--- config.mk ---
export PLATFORM = sky130hd
export DESIGN_NAME = fp_scale_top
export DESIGN_NICKNAME = d
export VERILOG_FILES = /design/src/logic/fp_scale_pkg.sv /design/src/logic/scale_config_regs.sv /design/src/logic/fp_pow2_scaler.sv /design/src/logic/fp_scale_top.sv
export SDC_FILE = /design/constraint.sdc
export NUM_CORES = 1
export LEC_CHECK = 0
export BUFFER_PORTS_ARGS = -buffer_cell sky130_fd_sc_hd__buf_2
export CORE_ASPECT_RATIO = 1.2
export CORE_MARGIN = 10
export CORE_UTILIZATION = 30
export DETAILED_ROUTE_END_ITERATION = 6
export PLACE_DENSITY = 0.64
export SYNTH_ARGS = -nofsm -noshare
export SYNTH_HDL_FRONTEND = slang
export SYNTH_HIERARCHICAL = 1
export SYNTH_SLANG_ARGS = --single-unit
export TNS_END_PERCENT = 5
--- constraint.sdc ---
create_clock -name clk_i -period 1.55 [get_ports clk_i]
set_input_delay 0.2325 -clock clk_i [delete_from_list [all_inputs] [get_ports clk_i]]
set_output_delay 0.2325 -clock clk_i [all_outputs]
set_load 0.01 [all_outputs]
--- src/logic/fp_scale_pkg.sv ---
/*
 * Scale unit shared definitions
 * Default word widths, configuration register map and control bit positions
 */

package fp_scale_pkg;

    // Word layout defaults for single precision
    localparam int DEF_EXP_WIDTH  = 8;   // Biased exponent bits
    localparam int DEF_FRAC_WIDTH = 23;  // Stored fraction bits, no hidden bit

    // Configuration bus
    localparam int CFG_DATA_WIDTH = 32;  // Write and read data width

    typedef logic [0:0]                cfg_addr_t;  // Two registers, one address bit
    typedef logic [CFG_DATA_WIDTH-1:0] cfg_data_t;  // Configuration data word

    // Register map
    localparam cfg_addr_t CFG_ADDR_CTRL = 1'b0;  // Sign flip and force-zero controls
    localparam cfg_addr_t CFG_ADDR_EXP  = 1'b1;  // Signed exponent offset, modulo width

    // Control register fields
    localparam int CTRL_FLIP_SIGN_BIT  = 0;  // Negative factor selected
    localparam int CTRL_FORCE_ZERO_BIT = 1;  // Factor is zero

endpackage

--- src/logic/scale_config_regs.sv ---
/*
 * Scale factor register block
 * Holds the control and exponent offset registers and drives them to the datapath
 */

`timescale 1ns/1ps

module scale_config_regs #(
    parameter int EXP_WIDTH = 8
) (
    input  logic                      clk_i,
    input  logic                      rst_i,

    // Configuration bus
    input  logic                      cfg_we_i,
    input  fp_scale_pkg::cfg_addr_t   cfg_addr_i,
    input  fp_scale_pkg::cfg_data_t   cfg_wdata_i,
    output fp_scale_pkg::cfg_data_t   cfg_rdata_o,

    // Stored factor as plain levels
    output logic                      flip_sign_o,
    output logic                      force_zero_o,
    output logic [EXP_WIDTH-1:0]      exp_offset_o
);

    import fp_scale_pkg::*;

    typedef logic [EXP_WIDTH-1:0] exp_t;

    logic      flip_sign_q;   // Control bit 0
    logic      force_zero_q;  // Control bit 1
    exp_t      exp_offset_q;  // Offset added to normal exponents
    cfg_data_t rdata;

    // Reset gives a factor of +1
    always_ff @(posedge clk_i) begin
        if (rst_i) begin
            flip_sign_q  <= 1'b0;
            force_zero_q <= 1'b0;
            exp_offset_q <= '0;
        end else if (cfg_we_i) begin
            case (cfg_addr_i)
                CFG_ADDR_CTRL: begin
                    flip_sign_q  <= cfg_wdata_i[CTRL_FLIP_SIGN_BIT];   // Other bits dropped
                    force_zero_q <= cfg_wdata_i[CTRL_FORCE_ZERO_BIT];
                end
                CFG_ADDR_EXP: begin
                    exp_offset_q <= cfg_wdata_i[EXP_WIDTH-1:0];  // Upper bits ignored
                end
            endcase
        end
    end

    // The read mux zero-extends the addressed register to the bus width
    always_comb begin
        rdata = '0;
        case (cfg_addr_i)
            CFG_ADDR_CTRL: begin
                rdata[CTRL_FLIP_SIGN_BIT]  = flip_sign_q;
                rdata[CTRL_FORCE_ZERO_BIT] = force_zero_q;
            end
            CFG_ADDR_EXP: begin
                rdata[EXP_WIDTH-1:0] = exp_offset_q;
            end
        endcase
    end

    assign cfg_rdata_o  = rdata;
    assign flip_sign_o  = flip_sign_q;
    assign force_zero_o = force_zero_q;
    assign exp_offset_o = exp_offset_q;

endmodule

--- src/logic/fp_pow2_scaler.sv ---
/*
 * Power of two scaler
 * Two stage pipeline that multiplies a float by a signed power of two or by zero
 */

`timescale 1ns/1ps

module fp_pow2_scaler #(
    parameter  int EXP_WIDTH  = 8,
    parameter  int FRAC_WIDTH = 23,
    localparam int FP_WIDTH   = 1 + EXP_WIDTH + FRAC_WIDTH
) (
    input  logic                  clk_i,
    input  logic                  rst_i,

    // Sample stream
    input  logic [FP_WIDTH-1:0]   fp_i,
    input  logic                  valid_i,

    // Factor from the register block
    input  logic                  flip_sign_i,
    input  logic                  force_zero_i,
    input  logic [EXP_WIDTH-1:0]  exp_offset_i,

    // Scaled stream two cycles later
    output logic [FP_WIDTH-1:0]   fp_o,
    output logic                  valid_o
);

    localparam int SIGN_IDX = EXP_WIDTH + FRAC_WIDTH;   // Sign sits on top
    localparam int EXP_LSB  = FRAC_WIDTH;
    localparam int EXP_MSB  = FRAC_WIDTH + EXP_WIDTH - 1;

    typedef logic [FP_WIDTH-1:0]   fp_word_t;
    typedef logic [EXP_WIDTH-1:0]  exp_t;
    typedef logic [FRAC_WIDTH-1:0] frac_t;

    localparam exp_t EXP_MAX = '1;  // Infinity and NaN exponent

    // Stage 0 holds the input word with the factor that was held when it arrived
    fp_word_t fp_s0;
    logic     valid_s0;
    logic     flip_s0;
    logic     zero_s0;
    exp_t     offset_s0;

    // Stage 1 holds the result word
    fp_word_t fp_s1;
    logic     valid_s1;

    // Split fields and the adjusted result
    logic     sign_in;
    exp_t     exp_in;
    frac_t    frac_in;
    logic     sign_res;
    exp_t     exp_res;
    frac_t    frac_res;
    fp_word_t fp_res;

    // Capturing the factor here lets later writes leave this sample alone
    always_ff @(posedge clk_i) begin
        fp_s0     <= fp_i;
        flip_s0   <= flip_sign_i;
        zero_s0   <= force_zero_i;
        offset_s0 <= exp_offset_i;
        fp_s1     <= fp_res;
    end

    always_comb begin
        sign_in = fp_s0[SIGN_IDX];
        exp_in  = fp_s0[EXP_MSB:EXP_LSB];
        frac_in = fp_s0[FRAC_WIDTH-1:0];

        sign_res = sign_in ^ flip_s0;  // Negative factor
        exp_res  = exp_in;
        frac_res = frac_in;

        // Only normal numbers move; wraps silently on overflow
        if ((exp_in != '0) && (exp_in != EXP_MAX)) begin
            exp_res = exp_in + offset_s0;
        end

        if (zero_s0) begin
            exp_res  = '0;  // Signed zero keeps the computed sign
            frac_res = '0;
        end

        fp_res = {sign_res, exp_res, frac_res};
    end

    // Valid bits of both stages
    always_ff @(posedge clk_i) begin
        if (rst_i) begin
            valid_s0 <= 1'b0;
            valid_s1 <= 1'b0;
        end else begin
            valid_s0 <= valid_i;
            valid_s1 <= valid_s0;
        end
    end

    assign fp_o    = fp_s1;
    assign valid_o = valid_s1;

endmodule

--- src/logic/fp_scale_top.sv ---
/*
 * Floating point scaling unit
 * Register block for the scale factor beside the two stage scaler it steers
 */

`timescale 1ns/1ps

module fp_scale_top #(
    parameter  int EXP_WIDTH  = fp_scale_pkg::DEF_EXP_WIDTH,
    parameter  int FRAC_WIDTH = fp_scale_pkg::DEF_FRAC_WIDTH,
    localparam int FP_WIDTH   = 1 + EXP_WIDTH + FRAC_WIDTH
) (
    input  logic                      clk_i,
    input  logic                      rst_i,

    // Configuration bus
    input  logic                      cfg_we_i,
    input  fp_scale_pkg::cfg_addr_t   cfg_addr_i,
    input  fp_scale_pkg::cfg_data_t   cfg_wdata_i,
    output fp_scale_pkg::cfg_data_t   cfg_rdata_o,

    // Sample stream, no back-pressure
    input  logic [FP_WIDTH-1:0]       fp_i,
    input  logic                      valid_i,
    output logic [FP_WIDTH-1:0]       fp_o,
    output logic                      valid_o
);

    logic                 flip_sign;   // Negative factor
    logic                 force_zero;  // Zero factor
    logic [EXP_WIDTH-1:0] exp_offset;  // Power of two, modulo exponent width

    scale_config_regs #(
        .EXP_WIDTH    (EXP_WIDTH)
    ) u_regs (
        .clk_i        (clk_i),
        .rst_i        (rst_i),
        .cfg_we_i     (cfg_we_i),
        .cfg_addr_i   (cfg_addr_i),
        .cfg_wdata_i  (cfg_wdata_i),
        .cfg_rdata_o  (cfg_rdata_o),
        .flip_sign_o  (flip_sign),
        .force_zero_o (force_zero),
        .exp_offset_o (exp_offset)
    );

    fp_pow2_scaler #(
        .EXP_WIDTH    (EXP_WIDTH),
        .FRAC_WIDTH   (FRAC_WIDTH)
    ) u_scaler (
        .clk_i        (clk_i),
        .rst_i        (rst_i),
        .fp_i         (fp_i),
        .valid_i      (valid_i),
        .flip_sign_i  (flip_sign),
        .force_zero_i (force_zero),
        .exp_offset_i (exp_offset),
        .fp_o         (fp_o),
        .valid_o      (valid_o)
    );

endmodule

==> results_dict.tcl, run 1 <==
set metrics [dict create \
    outcome "completed" \
    drive_gt1_frac 0.348 \
    dpl.cell_count 443 \
    multiInputGateArea_um2 943 \
    grt_pass1_vias 2007 \
    placed_area_um2 3320 \
    utilization 0.427 \
    antenna_found_initial 1 \
    end_kind "flip-flop" \
    final_cells 492 \
    clk_pin_slew_ns 0.08 \
    gp_congestion 0.834 \
    grt-ovfl-total 0 \
    drt_first_pass_iters 4 \
    required_ns 1.79 \
    die_area_um2 13500 \
    ys_seq_elements 86 \
    total_power_uw 4460 \
    worstPathMaxFanout 2 \
    cts_tree "built" \
    cap_violations 0 \
    switchingPower_uw 1070 \
    via_per_inst 3.92 \
    start_util 0.307 \
    final-hold-violation-count 0 \
    hold_path.class "input pin to flip-flop" \
    cpPeakStageDelay_ns 0.36 \
    slew_violations 0 \
    grt_max_degree 23 \
    synth_top_flop_cell "dfxtp_1" \
    cp-start-kind "flip-flop" \
    cts_setup_buffers 0 \
    path_buf_inv 1 \
    cts-root-buf "clkbuf_8" \
    synthArstFlopShare 0 \
    path_class "flip-flop to flip-flop" \
    rsz0062_at_grt "true" \
    seq_area_frac_synth 0.621 \
    setup_violations 0 \
    cpMaxStageDelayCell "dfxtp_2" \
    pwr-share-seq 0.540 \
    synth_enable_flop_cells 0 \
    via_count 1927 \
    ant_nets 0 \
    p_int_uw 3380 \
    synthCells 234 \
    power_frac_clock 0.345 \
    fillers 892 \
    power_frac_comb 0.115 \
    io_pins 134 \
    cts_buffers 9 \
    core_um2 9030 \
    regArea_um2 1720 \
    irDropWorstVdd_mv 0.735 \
    drt_iter0_markers 72 \
    fin_area_um2 3860 \
    clk_latency_ns 0.35 \
    nets 443 \
    holdWs_ns 0.106 \
    grt_pass1_wl_um 9680 \
    remaining_drc_errors 0 \
    syn-cell-area_um2 2770 \
    swShare 0.241 \
    cts_max_level 3 \
    clk_path_buf_depth 2 \
    dp_hpwl_um 4560 \
    synth_area_per_cell_um2 11.9 \
    cp_cell_sequence "ha_4, inv_2, fa_2, nor2b_2, o31a_1, o22ai_2, xor2_1, a21oi_1" \
    fin_skew_ns 0.00997 \
    yosys_warnings 6 \
    finalWirelength_um 6030 \
    arrival_ns 1.79 \
    cellPowerDensity_nw_per_um2 1150 \
    die_h_um 125 \
    p_leak_uw 0.00179 \
    path_delay_family "adder cells" \
    track_usage 0.0914 \
    avgRoutedWirePerCell_um 12.3 \
    synth_cell_types 36 \
    cts_sinks 86 \
    max_freq_mhz 646 \
    layout_min_cycle_time_ns 1.55 \
    rows 38 \
    finalCritPeriodShare 0.999 \
    numPortBuffers 85 \
    syn_to_final_growth_pct 39.2 \
    die_x_um 108 \
]
==> cells in the mapped netlist (2+ instances only) <==
library cell / count / area share
a21bo_2: 2 / 0.0072
a21bo_1: 4 / 0.014
mux2_2: 2 / 0.0081
clkbuf_1: 2 / 0.0027
xor2_1: 4 / 0.013
nor2_1: 4 / 0.0054
dfxtp_1: 86 / 0.62
xnor2_1: 3 / 0.0095
and2_1: 7 / 0.016
a21oi_1: 12 / 0.022
buf_4: 25 / 0.068
nor2b_1: 26 / 0.059
nand4_1: 3 / 0.0068
a21oi_2: 4 / 0.013
mux2i_1: 4 / 0.014
nand2b_1: 8 / 0.018
inv_1: 4 / 0.0054
ha_1: 7 / 0.032
nand3_1: 8 / 0.014
nand2_1: 2 / 0.0027
nor4_1: 2 / 0.0045
==> worst register-to-register path, stage by stage, from the launching register on <==
cell and delay (ns):
dfxtp_2 0.36, ha_4 0.13, inv_2 0.03, fa_2 0.34
nor2b_2 0.13, o31a_1 0.17, o22ai_2 0.08, xor2_1 0.13
a21oi_1 0.07
==> state kept, by name, summed over array words and instances, names as in the netlist, 8 cells and up <==
name,flops
u_scaler/fp_o,32
u_scaler/fp_s0,32
u_regs/exp_offset_o,8
u_scaler/offset_s0,8
==> routing by layer <==
layer / part of all wire / track usage / wire length (µm)
met2: 0.50 / 0.153 / 3020
met4: 0.031 / 0.0465 / 189
met3: 0.089 / 0.0447 / 536
met5: 0 / 0 / 0
met1: 0.38 / 0.0911 / 2280
==> cell type report <==
| class | instances | share of cell area |
|---|---|---|
| Clock inverter | 6 | 0.0178 |
| Inverter | 4 | 0.00389 |
| Clock buffer | 10 | 0.0331 |
| Sequential cell | 86 | 0.447 |
| Multi-Input combinational cell | 137 | 0.244 |
| Timing Repair Buffer | 128 | 0.215 |
| Tap cell | 120 | 0.0389 |
| Antenna cell | 1 | 0.000648 |
==> kinds of logic after synthesis <==
group,Yosys count,share of synthesized area
compound gates,30,0.0794
xor+xnor,7,0.0221
other cells,1,0.00135
flops,86,0.621
mux,6,0.0226
fa+ha+maj,8,0.0388
simple gates,62,0.132
buf+inv,34,0.0834
==> power groups by stage <==
stage	logic (µW)	registers [µW]	clock network, µW
after floorplan	244	2500	0
after global placement	445	2450	0
after detailed placement	449	2460	0
after CTS	516	2410	1600
after global routing	568	2430	1700
final	514	2400	1540
==> metrics by stage <==
step | setup TNS, ns | setup slack [ns]
after floorplan | 0 | 0.00247
after global placement | -0.157 | -0.0792
after detailed placement | -0.125 | -0.0782
after CTS | -0.0274 | -0.0274
after global routing | -0.246 | -0.118
final | 0 | 0.00206
==> timing repair <==
action	CTS	global route
hold endpoints to repair	32	0
gates resized for setup	1	2
hold buffers	32	0
setup endpoints to repair	4	4
pin swaps	5	0
==> final timing paths <==
check	to	startpoint	cells past startpoint	slack (ns)
setup / recovery	u_scaler/fp_o[29]	u_scaler/fp_s0[23]	8	0.002
hold / removal	u_scaler/valid_s0	valid_i	2	0.11
setup reg to reg	u_scaler/fp_o[29]	u_scaler/fp_s0[23]	8	0.002
hold reg to reg	u_scaler/offset_s0[4]	u_regs/exp_offset_o[4]	0	0.36
==> placed cells by master (no fill, tap or decap), types with 2 or more instances in the layout <==
cell type | synthesis | layout
inv_1 | 4 | 3
a21bo_1 | 4 | 4
buf_4 | 25 | 11
dfxtp_2 | 0 | 2
a21bo_2 | 2 | 2
inv_6 | 0 | 2
xnor2_1 | 3 | 3
conb_1 | 1 | 24
nor2b_1 | 26 | 25
nand2b_1 | 8 | 8
nor4_1 | 2 | 2
and2_1 | 7 | 7
ha_1 | 7 | 5
mux2_2 | 2 | 2
clkbuf_8 | 0 | 9
dfxtp_1 | 86 | 84
nand2_1 | 2 | 2
nor2_1 | 4 | 4
xor2_1 | 4 | 4
a21oi_2 | 4 | 4
ha_4 | 0 | 2
dlygate4sd3_1 | 0 | 32
mux2i_1 | 4 | 4
nand3_1 | 8 | 8
nand4_1 | 3 | 3
a21oi_1 | 12 | 12
buf_2 | 1 | 85
Note: power is estimated with default switching activity, not from simulation.
==> run 2, diff against run 1 <==
--- a/config.mk
+++ b/config.mk
@@ -5,12 +5,14 @@
 export SDC_FILE = /design/constraint.sdc
 export NUM_CORES = 1
 export LEC_CHECK = 0
+export ABC_AREA = 1
 export BUFFER_PORTS_ARGS = -buffer_cell sky130_fd_sc_hd__buf_2
 export CORE_ASPECT_RATIO = 1.2
 export CORE_MARGIN = 10
 export CORE_UTILIZATION = 30
 export DETAILED_ROUTE_END_ITERATION = 6
 export PLACE_DENSITY = 0.64
+export SLEW_MARGIN = 20
 export SYNTH_ARGS = -nofsm -noshare
 export SYNTH_HDL_FRONTEND = slang
 export SYNTH_HIERARCHICAL = 1
==> run 2 against run 1 <==
  * Register-to-register slack improved by 0.11 ns
  * Synthesized cell count rose by 37%
  * Flip-flop and latch count did not move
  * Clock skew fell by 0.0024 ns
  * Setup slack improved by 0.11 ns
  * Count of clock-buffer cells in the layout did not move
  * First-iteration DRC count rose by 35%
  * Largest cell class unchanged
==> results_dict.tcl, run 2 <==
set metrics [dict create \
    outcome "completed" \
    cts_max_level 3 \
    utilization 0.415 \
    grt_max_degree 20 \
    whs_path_depth 1 \
    final-hold-violation-count 0 \
    drt_first_pass_iters 4 \
    path_class "flip-flop to flip-flop" \
    required_ns 1.76 \
    drt_iter0_markers 97 \
    seq_area_frac_synth 0.595 \
    ant_nets 0 \
    worstPathMaxFanout 3 \
    die_area_um2 14000 \
    io_pins 134 \
    ys_top_cells_by_count "dfxtp_1, inv_1, nand2_1" \
    end_kind "flip-flop" \
    clk_path_buf_depth 2 \
    antenna_cells 0 \
    yosysTopAreaCellShare 0.595 \
    setup_violations 0 \
    cts-root-buf "clkbuf_16" \
    fin_skew_ns 0.00758 \
    grt_pass1_wl_um 10500 \
    syn_to_final_growth_pct 35.7 \
    max_freq_mhz 694 \
    cts_tree "built" \
    cts_sinks 86 \
    holdWs_ns 0.00836 \
    avgRoutedWirePerCell_um 11.8 \
    core_um2 9470 \
    yosys_warnings 6 \
    track_usage 0.0941 \
    arrival_ns 1.65 \
    synth_enable_flop_cells 0 \
    gp_congestion 0.800 \
    hold_path.class "input pin to flip-flop" \
    via_per_inst 3.91 \
    remaining_drc_errors 0 \
    syn-cell-area_um2 2890 \
    p_leak_uw 0.00208 \
    rsz0062_at_grt "false" \
    drive_gt1_frac 0.255 \
    r2r.worst_path.cells 9 \
    grt-ovfl-total 0 \
    synth_most_common_cell "dfxtp_1" \
    rows 39 \
    clk_latency_ns 0.33 \
    ys_seq_elements 86 \
    synth_cell_types 22 \
    cap_violations 0 \
    finalCritPeriodShare 0.929 \
    fillers 953 \
    synth_top_flop_cell "dfxtp_1" \
    synth_area_leader_cell "dfxtp_1" \
    dp_hpwl_um 5050 \
    grt_pass1_vias 2315 \
    synthArstFlopShare 0 \
    layout_common_cells "buf_2, dfxtp_1, inv_1" \
    synthCells 321 \
    synth_area_per_cell_um2 9.01 \
    die_x_um 110 \
    antenna_found_initial 0 \
    via_count 2211 \
    cts_setup_buffers 0 \
    nets 515 \
    finalWirelength_um 6690 \
    start_util 0.305 \
    cp-start-kind "flip-flop" \
    cellPowerDensity_nw_per_um2 1270 \
    die_h_um 128 \
    clk_pin_slew_ns 0.06 \
    numPortBuffers 85 \
    cts_buffers 9 \
    setup_tns_ns 0 \
    layout_min_cycle_time_ns 1.44 \
    slew_violations 0 \
    ys_top_cells_by_area "dfxtp_1, inv_1, nand2_1" \
    irDropWorstVdd_mv 0.573 \
]
[run 2: worst paths after layout]
path	from	to	slack, ns
worst max-delay path	u_scaler/fp_s0[23]	u_scaler/fp_o[27]	0.11
worst min-delay path	fp_i[8]	u_scaler/fp_s0[8]	0.008
worst max register to register	u_scaler/fp_s0[23]	u_scaler/fp_o[27]	0.11
worst min register to register	u_regs/exp_offset_o[2]	u_scaler/offset_s0[2]	0.37
[run 2: through the flow]
stage | area, µm² | power (µW) | setup WS [ns] | instances
3_3_place_gp | 3350 | 2900 | 0.0477 | 523
5_1_grt | 3930 | 5240 | 0.00499 | 566
3_5_place_dp | 3350 | 2920 | 0.0200 | 523
4_1_cts | 3880 | 5050 | 0.0127 | 563
2_1_floorplan | 2980 | 2760 | 0.141 | 344
6_report | 3930 | 5000 | 0.110 | 566
[run 2: cell families (layout without fill, tap and decap cells)]
logic type	Yosys count	count (layout)	synth area share
buffers and inverters	90	189	0.155
xor gates and xnor gates	4	4	0.0121
AOI/OAI and AO/OA	14	14	0.0273
adders and majority gates	8	8	0.0372
DFF	86	86	0.595
other	1	24	0.00130
and+or+nand+nor	118	118	0.172
[run 2: per-layer routing]
| metal | GRT usage | part of all wire | routed length, µm |
|---|---|---|---|
| met2 | 0.162 | 0.52 | 3490 |
| met1 | 0.0938 | 0.38 | 2520 |
| met4 | 0.0713 | 0.042 | 279 |
| met3 | 0.0246 | 0.059 | 396 |
| met5 | 0 | 0 | 0 |
[run 2: area by class of cell]
class,instances,area [µm²],share of cell area
flip-flops and latches,86,1720,0.439
inverters,59,221,0.0564
clock inverters,6,61.3,0.0156
multi-input cells,168,826,0.210
well taps,123,154,0.0392
clock buffers,10,229,0.0583
repair buffers,114,711,0.181
[run 2: where the power goes]
group	switching [µW]	internal (µW)	total (µW)
combinational	279	232	510
sequential	53.2	2360	2420
clock	824	1240	2070
total	1160	3840	5000
[run 2: timing repair]
| item | 4_1_cts | 5_1_grt |
|---|---|---|
| gates resized for setup | 0 | 5 |
| endpoints found under the hold margin | 24 | 3 |
| hold buffers | 24 | 3 |
| endpoints found under the setup margin | 0 | 5 |
[run 2: worst max-delay path, cell delays in order, from the launching register on]
cell and delay [ns]:
dfxtp_2 0.34, ha_2 0.17, inv_1 0.05, fa_2 0.36, inv_2 0.07, nand2_1 0.06, nand2_1 0.07, nand2_1 0.05
nand3_1 0.08, a21oi_1 0.07
==> run 3, diff against run 2 <==
--- a/config.mk
+++ b/config.mk
@@ -12,6 +12,7 @@
 export CORE_UTILIZATION = 30
 export DETAILED_ROUTE_END_ITERATION = 6
 export PLACE_DENSITY = 0.64
+export SETUP_SLACK_MARGIN = 0.3
 export SLEW_MARGIN = 20
 export SYNTH_ARGS = -nofsm -noshare
 export SYNTH_HDL_FRONTEND = slang
==> run 3 against run 2 <==
  * Worst hold slack gained 0.0099 ns
  * Via count shrank 1.9%
  * Count of clock-buffer cells in the layout is 3 higher
  * Non-clock buffer count up 4
  * Critical path depth unchanged
  * Combinational power increased by 3%
  * Die area unchanged
  * Clock skew down 0.0044 ns
  * Global-route usage increased by 0.18 points
  * Total power fell by 1.5%
  * Register-to-register slack improved by 0.09 ns
  * Cell count increased by 0.53%
  * Critical path type unchanged
==> results_dict.tcl, run 3 (same netlist as run 2, synthesis figures left out) <==
set metrics [dict create \
    cts-root-buf "clkbuf_16" \
    start_util 0.305 \
    whs_path_depth 1 \
    switchingPower_uw 1140 \
    drt_iter0_markers 116 \
    slew_violations 0 \
    avgRoutedWirePerCell_um 11.5 \
    cts_tree "built" \
    die_h_um 128 \
    layout_commonest_cell "buf_2" \
    final-hold-violation-count 0 \
    die_area_um2 14000 \
    nets 519 \
    p_leak_uw 0.00208 \
    worstPathMaxFanout 2 \
    grt_pass1_vias 2230 \
    drive_gt1_frac 0.271 \
    cts_buffers 9 \
    grt_max_degree 20 \
    dp_hpwl_um 4850 \
    max_freq_mhz 739 \
    grt_pass1_wl_um 10600 \
    antenna_cells 0 \
    path_class "flip-flop to flip-flop" \
    min_to "u_scaler/fp_s0[23]" \
    io_pins 134 \
    arrival_ns 1.55 \
    cts_max_level 3 \
    rows 39 \
    hold_path.class "input pin to flip-flop" \
    via_per_inst 3.81 \
    hp-start "fp_i[23]" \
    p_int_uw 3780 \
    gp_congestion 0.871 \
    grt-ovfl-total 0 \
    clk_path_buf_depth 2 \
    total_power_uw 4920 \
    r2r.worst_path.cells 9 \
    fin_skew_ns 0.00323 \
    cpPeakStageDelay_ns 0.35 \
    via_count 2170 \
    cp_common_cell "nand2_1" \
    remaining_drc_errors 0 \
    cts_sinks 86 \
    regToRegStartpoint "u_scaler/offset_s0[0]" \
    antenna_found_initial 0 \
    cellPowerDensity_nw_per_um2 1230 \
    cpMaxStageDelayCell "fa_2" \
    swShare 0.232 \
    setup_tns_ns 0 \
    outcome "completed" \
    die_x_um 110 \
    setup_violations 0 \
    rsz0062_at_grt "true" \
    clk_pin_slew_ns 0.06 \
    ant_nets 0 \
    layout_common_cells "buf_2, dfxtp_1, inv_1" \
    cp_cell_sequence "ha_4, inv_2, fa_2, inv_2, nand2_1, nand2_1, nand2_1, nand3_1, a21oi_1" \
    layout_min_cycle_time_ns 1.35 \
    finalCritPeriodShare 0.873 \
    path_delay_family "adder cells" \
    drt_first_pass_iters 4 \
    numPortBuffers 85 \
    track_usage 0.0960 \
    end_kind "flip-flop" \
    core_um2 9470 \
    r2r_slack_ns 0.20 \
    clk_latency_ns 0.33 \
    syn_to_final_growth_pct 38.7 \
    required_ns 1.75 \
    power_frac_comb 0.106 \
    pwr-share-seq 0.493 \
    cp-start-kind "flip-flop" \
    irDropWorstVdd_mv 0.602 \
    r2r-end "u_scaler/fp_o[27]" \
    finalWirelength_um 6540 \
    path_buf_inv 2 \
    power_frac_clock 0.401 \
    cap_violations 0 \
]
run 3: cell types whose count changed in the layout (fill, tap and decap cells not counted), moves of 2 or more:
| cell | delta |
|---|---|
| clkinv_2 | -3 |
| ha_1 | -4 |
| dlygate4sd3_1 | +4 |
| dfxtp_1 | -4 |
| dfxtp_2 | +4 |
| ha_4 | +4 |
| clkbuf_8 | +2 |
run 3: what timing repair did:
item | 4_1_cts | 5_1_grt
pin swaps | 2 | 1
gates resized for setup | 3 | 5
buffers inserted | 1 | 0
hold buffers | 31 | 0
endpoints found under the hold margin | 31 | 0
setup endpoints to repair | 7 | 9
run 3: worst max-delay path by stage:
stage / to / cells past startpoint / start
floorplan: u_scaler/fp_o[29] / 9 / u_scaler/fp_s0[23]
detailed placement: u_scaler/fp_o[30] / 8 / u_scaler/fp_s0[25]
finish: u_scaler/fp_o[27] / 9 / u_scaler/offset_s0[0]
global route: u_scaler/fp_o[30] / 8 / u_scaler/fp_s0[28]
CTS: u_scaler/fp_o[25] / 6 / u_scaler/offset_s0[0]
global placement: u_scaler/fp_o[30] / 8 / u_scaler/fp_s0[25]
run 3: power by group through the flow:
| stage | combinational [µW] | clock (µW) | sequential, µW |
|---|---|---|---|
| global placement | 445 | 0 | 2470 |
| detailed placement | 448 | 0 | 2470 |
| floorplan | 268 | 0 | 2500 |
| global route | 590 | 2140 | 2440 |
| CTS | 518 | 2050 | 2430 |
| finish | 523 | 1970 | 2430 |
run 3: final cells by class:
| type | instances | area (µm²) |
|---|---|---|
| Tap cell | 123 | 154 |
| Timing Repair Buffer | 118 | 751 |
| Sequential cell | 86 | 1730 |
| Fill cell | 936 | 5460 |
| Inverter | 59 | 221 |
| Clock buffer | 13 | 260 |
| Clock inverter | 2 | 16.3 |
| Multi-Input combinational cell | 168 | 881 |
run 3: per-layer routing:
layer,vias to the layer above,global-route usage,share of wire,wire (µm)
met4,0,0.0621,0.018,118
li1,1147,-,-,-
met1,961,0.102,0.40,2620
met5,-,0,0,0
met2,54,0.163,0.53,3490
met3,8,0.0252,0.048,313
run 3: stage by stage:
step                      hold slack [ns]   util  area (µm²)  setup slack [ns]  instances
final                              0.0183  0.424        4010             0.196        569
after global routing              0.00246  0.424        4010             0.101        569
after CTS                         0.00128  0.419        3970             0.175        569
after detailed placement            0.336  0.355        3360             0.148        522
after global placement              0.335  0.355        3360             0.154        522
after floorplan                     0.260      -        3000             0.261        344
run 3: worst register-to-register path, cell delays in order, from the launching register on:
cell and delay [ns]:
dfxtp_2 0.34, ha_4 0.14, inv_2 0.03, fa_2 0.35
inv_2 0.08, nand2_1 0.06, nand2_1 0.06, nand2_1 0.05
nand3_1 0.06, a21oi_1 0.06
